`config.mk`:
```
export PLATFORM = sky130hd
export DESIGN_NAME = reflectorTop
export DESIGN_NICKNAME = d
export VERILOG_FILES = /design/src/reflectorPkg.sv /design/src/frameCapture.sv /design/src/reflectorCtrl.sv /design/src/reflectorTop.sv /design/src/replyBuilder.sv
export SDC_FILE = /design/constraint.sdc
export NUM_CORES = 1
export LEC_CHECK = 0
export ABC_AREA = 1
export BUFFER_PORTS_ARGS = -buffer_cell sky130_fd_sc_hd__buf_2
export CORE_MARGIN = 1.5
export CORE_UTILIZATION = 35
export CTS_CLUSTER_DIAMETER = 50
export DETAILED_ROUTE_END_ITERATION = 16
export REMOVE_ABC_BUFFERS = 1
export SYNTH_ARGS = -nofsm -noshare
export SYNTH_HDL_FRONTEND = slang
export SYNTH_SLANG_ARGS = --single-unit
export TNS_END_PERCENT = 50
```
`constraint.sdc`:
```
create_clock -name clk -period 5 [get_ports clk]
set_clock_uncertainty 0.2 [all_clocks]
set_input_delay 0 -clock clk [delete_from_list [all_inputs] [get_ports clk]]
set_output_delay 0 -clock clk [all_outputs]
set_load 0.01 [all_outputs]
```
`src/reflectorPkg.sv`:
```
// reflector package
// word types, stream beat structs, FSM state enums and the
// frame layout constants shared by the trace-frame reflector

package reflectorPkg;

  ////////////////////
  // word types

  typedef logic [31:0] word_t;      // one stream data word
  typedef logic [15:0] halfWord_t;  // half word, used by the reply layout

  typedef logic [3:0] captureIndex_t;  // index into the capture store
  typedef logic [2:0] replyIndex_t;    // index into the reply

  ////////////////////
  // stream beats

  // receive side beat, no ready on this side
  typedef struct packed {
    word_t data;
    logic  valid;
    logic  last;
  } rxBeat_t;

  // transmit side beat, stalled by the MAC ready level
  typedef struct packed {
    word_t data;
    logic  valid;
    logic  last;
  } txBeat_t;

  ////////////////////
  // state machines

  typedef enum logic [1:0] {
    recvIdle,
    recvCapture,
    recvCaptureDone,  // capture full, skipping to end of frame
    recvDone
  } recvState_e;

  typedef enum logic [1:0] {
    transReady,
    transWait,      // capture done but MAC not ready yet
    transSend,
    transFinished
  } transState_e;

  ////////////////////
  // frame layout

  localparam int RecvWords   = 12;  // words captured per frame
  localparam int ReplyWords  = 7;   // words sent back per reply
  localparam int HeaderWords = 4;   // header words copied as is
  localparam int CountWord   = 8;   // first word of the instret count

endpackage

```
`src/frameCapture.sv`:
```
// frame capture store
// holds the first twelve words of a frame, written by word index

`timescale 1ns/1ns

module frameCapture import reflectorPkg::*; (
  input  logic                    clk,
  input  logic                    captureEn,
  input  captureIndex_t           captureIndex,
  input  word_t                   captureData,
  output word_t [RecvWords-1:0]   capturedWords
);

  word_t [RecvWords-1:0] store;

  // one register per captured word
  always_ff @(posedge clk) begin
    for (int i = 0; i < RecvWords; i++) begin
      if (captureEn && captureIndex == captureIndex_t'(i)) begin
        store[i] <= captureData;
      end
    end
  end

  assign capturedWords = store;

  // the store is only twelve deep, a write past it would be lost
  writeInStore: assert property (@(posedge clk)
    captureEn |-> (captureIndex < captureIndex_t'(RecvWords)));

endmodule

```
`src/reflectorCtrl.sv`:
```
// reflector control
// receive FSM with the capture word counter, transmit FSM with the
// reply index, and the reply counter that drops one reply out of
// every sixteen

`timescale 1ns/1ns

module reflectorCtrl import reflectorPkg::*; #(
  parameter int FrameCountWidth = 4,
  parameter int DropIndex       = 10
) (
  input  logic          clk,
  input  logic          reset,
  input  rxBeat_t       rxIn,
  input  logic          txReady,
  output logic          captureEn,
  output captureIndex_t captureIndex,
  output replyIndex_t   replyIndex,
  input  word_t         replyWord,
  output txBeat_t       txOut
);

  recvState_e  recvState, recvNext;
  transState_e transState, transNext;

  logic countEn;
  logic countClear;
  logic captureDone;
  logic indexLast;
  logic dropReply;

  logic [FrameCountWidth-1:0] replyCount;

  ////////////////////
  // receive side

  always_ff @(posedge clk) begin
    if (reset) recvState <= recvIdle;
    else recvState <= recvNext;
  end

  always_comb begin
    recvNext = recvState;
    case (recvState)
      recvIdle: begin
        if (rxIn.valid) recvNext = recvCapture;
      end
      recvCapture: begin
        // a twelve word frame ends on its capture word
        if (captureDone && rxIn.last) recvNext = recvDone;
        else if (captureDone) recvNext = recvCaptureDone;
      end
      recvCaptureDone: begin
        if (rxIn.valid && rxIn.last) recvNext = recvDone;
      end
      recvDone: begin
        if (rxIn.valid) recvNext = recvCapture;
        else recvNext = recvIdle;
      end
      default: recvNext = recvIdle;
    endcase
  end

  assign countEn    = rxIn.valid && (recvState != recvCaptureDone);
  assign countClear = (recvState == recvIdle || recvState == recvDone) && !rxIn.valid;

  always_ff @(posedge clk) begin
    if (reset || countClear) captureIndex <= '0;
    else if (countEn) captureIndex <= captureIndex + 1'b1;
  end

  assign captureEn   = countEn;  // word k lands at index k
  assign captureDone = rxIn.valid && (captureIndex == captureIndex_t'(RecvWords - 1));

  ////////////////////
  // transmit side

  always_ff @(posedge clk) begin
    if (reset) transState <= transReady;
    else transState <= transNext;
  end

  always_comb begin
    transNext = transState;
    case (transState)
      transReady: begin
        if (captureDone && txReady) transNext = transSend;
        else if (captureDone) transNext = transWait;
      end
      transWait: begin
        if (txReady) transNext = transSend;
      end
      transSend: begin
        if (indexLast && txReady) transNext = transFinished;
      end
      transFinished: transNext = transReady;  // one cycle only
      default: transNext = transReady;
    endcase
  end

  assign indexLast = (replyIndex == replyIndex_t'(ReplyWords - 1));

  // index moves on ready even when the reply is dropped
  always_ff @(posedge clk) begin
    if (reset || transState == transReady) replyIndex <= '0;
    else if (transState == transSend && txReady) replyIndex <= replyIndex + 1'b1;
  end

  // reply counter wraps, so the drop repeats
  always_ff @(posedge clk) begin
    if (reset) replyCount <= '0;
    else if (transState == transFinished) replyCount <= replyCount + 1'b1;
  end

  assign dropReply = (replyCount == FrameCountWidth'(DropIndex));

  assign txOut.data  = replyWord;
  assign txOut.valid = (transState == transSend) && !dropReply;
  assign txOut.last  = (transState == transSend) && !dropReply && indexLast;

  ////////////////////
  // checks

  // a stalled word holds until the MAC takes it
  stallHoldsWord: assert property (@(posedge clk) disable iff (reset)
    (txOut.valid && !txReady) |=>
      (txOut.valid && $stable(txOut.data) && $stable(txOut.last)));

  // a reply is dropped whole or not at all
  dropHoldsInReply: assert property (@(posedge clk) disable iff (reset)
    (transState == transSend) |=> $stable(dropReply));

  captureInRange: assert property (@(posedge clk) disable iff (reset)
    captureEn |-> (captureIndex < captureIndex_t'(RecvWords)));

endmodule

```
`src/reflectorTop.sv`:
```
// trace-frame reflector top
// captures the head of each incoming trace frame and sends back
// a short reply with the header and the retired-instruction count

`timescale 1ns/1ns

module reflectorTop import reflectorPkg::*; #(
  parameter int FrameCountWidth = 4,
  parameter int DropIndex       = 10
) (
  input  logic    clk,
  input  logic    reset,
  input  rxBeat_t rxIn,
  input  logic    txReady,
  output txBeat_t txOut
);

  logic                  captureEn;
  captureIndex_t         captureIndex;
  word_t [RecvWords-1:0] capturedWords;
  replyIndex_t           replyIndex;
  word_t                 replyWord;

  ////////////////////
  // control

  reflectorCtrl #(
    .FrameCountWidth (FrameCountWidth),
    .DropIndex       (DropIndex)
  ) reflectorCtrl_inst (
    .clk          (clk),
    .reset        (reset),
    .rxIn         (rxIn),
    .txReady      (txReady),
    .captureEn    (captureEn),
    .captureIndex (captureIndex),
    .replyIndex   (replyIndex),
    .replyWord    (replyWord),
    .txOut        (txOut)
  );

  ////////////////////
  // datapath

  frameCapture frameCapture_inst (
    .clk           (clk),
    .captureEn     (captureEn),
    .captureIndex  (captureIndex),
    .captureData   (rxIn.data),
    .capturedWords (capturedWords)
  );

  replyBuilder replyBuilder_inst (
    .capturedWords (capturedWords),
    .replyIndex    (replyIndex),
    .replyWord     (replyWord)
  );

endmodule

```
`src/replyBuilder.sv`:
```
// reply builder
// lays out the seven reply words from the captured frame
// and picks one of them by reply index

`timescale 1ns/1ns

module replyBuilder import reflectorPkg::*; (
  input  word_t [RecvWords-1:0] capturedWords,
  input  replyIndex_t           replyIndex,
  output word_t                 replyWord
);

  word_t [ReplyWords-1:0] replyMap;

  // instret halves, the count starts mid word in the trace frame
  halfWord_t countHi0;  // upper half of word 8
  halfWord_t countLo1;  // lower half of word 9
  halfWord_t countHi1;  // upper half of word 9
  halfWord_t countLo2;  // lower half of word 10

  assign countHi0 = capturedWords[CountWord][31:16];
  assign countLo1 = capturedWords[CountWord + 1][15:0];
  assign countHi1 = capturedWords[CountWord + 1][31:16];
  assign countLo2 = capturedWords[CountWord + 2][15:0];

  always_comb begin
    // mac addresses, ethertype and frame count
    for (int i = 0; i < HeaderWords; i++) begin
      replyMap[i] = capturedWords[i];
    end
    replyMap[HeaderWords]     = {countLo1, countHi0};  // instret low word
    replyMap[HeaderWords + 1] = {countLo2, countHi1};  // instret high word
    replyMap[HeaderWords + 2] = word_t'(1);
  end

  // index 7 only shows up after the last word, reads as zero
  assign replyWord = (replyIndex < replyIndex_t'(ReplyWords)) ? replyMap[replyIndex] : '0;

endmodule
```
==> results.md <==
- Outcome: completed
- Rows: 56
- Hold Crit Class: input port to flip-flop
- Tot GR Track Use: 15.52%
- Worst Max-Slew Pin Slew: 1.159 ns
- Die Span X: 158.3 um
- Clock-pin slew on the worst setup and hold paths: 0.06 ns
- Seq cells post-synth: 207
- Fillers: 2202
- # Max-Cap Violations: 0
- Drt initial violations: 311
- Post-layout minimum cycle time: 3.089 ns
- Post-synth top flop: edfxtp_1
- Largest buffer count on any clock path: 3
- Insertion delay to the later sink of the worst-skew pair: 0.50 ns
- WS Path Type: flip-flop to flip-flop
- Fraction of registers with async set/reset: 0%
- Final wirelength: 19.09 mm
- CP endpoint kind: flip-flop
- Design area: 10260 um2
- Number of I/O port buffers: 70
- Chip height: 158.3 um
- Unrepaired setup endpoints after global routing: false
- Fmax: 0.3237 GHz
- Top-count cell post-synth: edfxtp_1
- Setup_tns: 0 ns
- Seq/Total Area, Yosys: 71.82%
- Vias: 5404
- Leading post-synthesis cells by cell area: edfxtp_1, o21ai_0, nand2_1, nor2_1, dfxtp_1
- Initial Util: 35.87%
- Xor and xnor area share after synthesis: 0.1037%
- Num CTS Buffers: 24
- Boundary pin count: 71
- Count of flip-flops with a built-in enable after synthesis: 192
- Worst EP required: 5.18 ns
- Post-DP HPWL: 10.64 mm
- Clk sinks: 207
- Yosys warning count: 0
- Proportion of synthesized area in mux cells: 0%
- Wire per inst: 17.06 um
- Synth unique cells: 29
- Share of the synthesized area in the top cell type: 68.27%
- Slew headroom: 22.53%
- Vias in the first global route: 5444
- Slew Limit Fails: 0
- Simple-Gate Fraction of Synth Area: 9.763%
- Reg area: 6067 um2
- CTS H-tree lvls: 1
- Root buffer cell: clkbuf_16
- CP Launch Type: flip-flop
- P_leak: 3.749 nW
- Detail Route Antenna Nets: 0
- DRC errors left: 0
- Final GP Congestion: 0.7892
- Placed inst area: 9091 um2
- Adder-cell share of the synthesized area: 2.667%
- First-pass GRT wire length: 29.97 mm
- Cells after Synth: 674
- Largest family of logic cells by synthesized area: compound AO/OA/AOI/OAI gates
- Layout cells sized above 1: 16.02%
- Nets: 839
- Final worst-path cycle share: 61.79%
- Setup violations, final: 0
- Post-synth top cells: edfxtp_1, nand2_1, o21ai_0
- Worst r2r src: reflectorCtrl_inst.recvState[0]
- Area leader, netlist: edfxtp_1
- Vias per cell: 4.829
- VDD IR-drop max: 0.0003286 V
- Die area: 25070 um2
- HP Start: rxIn[33]
- Synth Area in Compound Gates: 11.73%
- Mean post-synth cell area: 12.53 um2
- Initial antenna violation count: 1
- Postcts setup bufs: 0
- Arr. time, crit path: 3.27 ns
- DR pass1 iterations: 4
- Post-Syn Area: 8446 um2
- Layout area overhead: 21.45%
- Area of the multi-input gates: 2087 um2
- Core box area: 23540 um2
- P per Cell Area: 435.8 nW/um2
- Critical path peak fanout: 4
- Total gr overflow: 0
- CP startpoint: reflectorCtrl_inst.recvState[0]
- CTS tree: done
- Pin count of the biggest net entering global routing: 100
- Final hold vios: 0
==> sequential cells by signal (all words and copies together), names as in the netlist <==
name / count
reflectorCtrl_inst.captureIndex: 4
reflectorCtrl_inst.recvState: 2
reflectorCtrl_inst.replyIndex: 3
reflectorCtrl_inst.transState: 2
frameCapture_inst.capturedWords: 192
reflectorCtrl_inst.replyCount: 4
==> cells by family after synthesis <==
family,Yosys count
and+or+nand+nor,210
AOI/OAI and AO/OA,175
DFF,207
buffers and inverters,63
xor gates and xnor gates,1
adders and majority gates,18
==> cell usage in the layout (no fill, tap or decap), drive strengths merged, types with 18 or more instances in the layout <==
cell,n
buf,79
clkbuf,29
dlygate4sd3,40
edfxtp,192
ha,18
inv,31
nand2,106
nor2,88
o21a,29
o21ai,107
o22ai,28
==> worst max-delay path, cell delays in order (launching register included) <==
cell and delay (ns):
dfxtp_1 0.35, inv_1 0.09, ha_1 0.22, nor2_1 0.11
nand2_1 0.06, o21bai_1 0.14, dlygate4sd3_1 0.55, nor2_1 0.08
dlygate4sd3_1 0.57, nor2_1 0.05, dlygate4sd3_1 0.55
==> report_power, final <==
part | leakage, nW | internal [mW] | switching, mW
clock network | 0.373 | 1.02 | 0.669
registers | 1.87 | 2.05 | 0.0423
logic | 1.51 | 0.254 | 0.434
==> layout make-up <==
| cell class | instances | area share, % |
|---|---|---|
| clock buffers | 29 | 6.245 |
| diodes | 1 | 0.02440 |
| flip-flops and latches | 207 | 59.15 |
| multi-input cells | 404 | 20.35 |
| clock inverters | 12 | 1.195 |
| well taps | 319 | 3.891 |
| repair buffers | 119 | 8.100 |
| inverters | 28 | 1.049 |
==> path summary, 6_finish.rpt <==
path                                                             end  slack (ns)  cells after the start
worst max register to register       reflectorCtrl_inst.recvState[0]        1.91                     10
worst max-delay path                 reflectorCtrl_inst.recvState[0]        1.91                     10
worst min-delay path            frameCapture_inst.capturedWords[127]        0.08                      2
worst min register to register      reflectorCtrl_inst.replyCount[3]        0.27                      1
==> metal layers <==
layer,vias to the layer above,global-route usage (%),share of wire [%],routed length [um]
li1,2628,-,-,-
met2,131,25.93,47,9031
met5,-,0,0,0
met3,23,2.831,5.4,1027
met4,0,3.516,1.5,277
met1,2622,21.07,46,8755
==> stage by stage <==
stage	hold slack (ns)	total power [mW]	util (%)	instances	setup slack (ns)
finish	0.08080	4.470	43.57	1119	1.911
detailed placement	0.05182	2.774	38.62	1037	2.103
CTS	0.06452	4.514	43.56	1118	1.950
global route	0.08965	4.681	43.57	1119	1.802
global placement	0.05106	2.762	38.62	1037	2.173
floorplan	-0.1011	2.524	-	639	1.211
==> timing repair <==
item                                   4_1_cts  5_1_grt
hold buffers                                40        0
endpoints found under the hold margin      207        0
setup endpoints to repair                    0        0
resized for setup                            0        0
No activity file was read; power rests on OpenSTA's default activity.
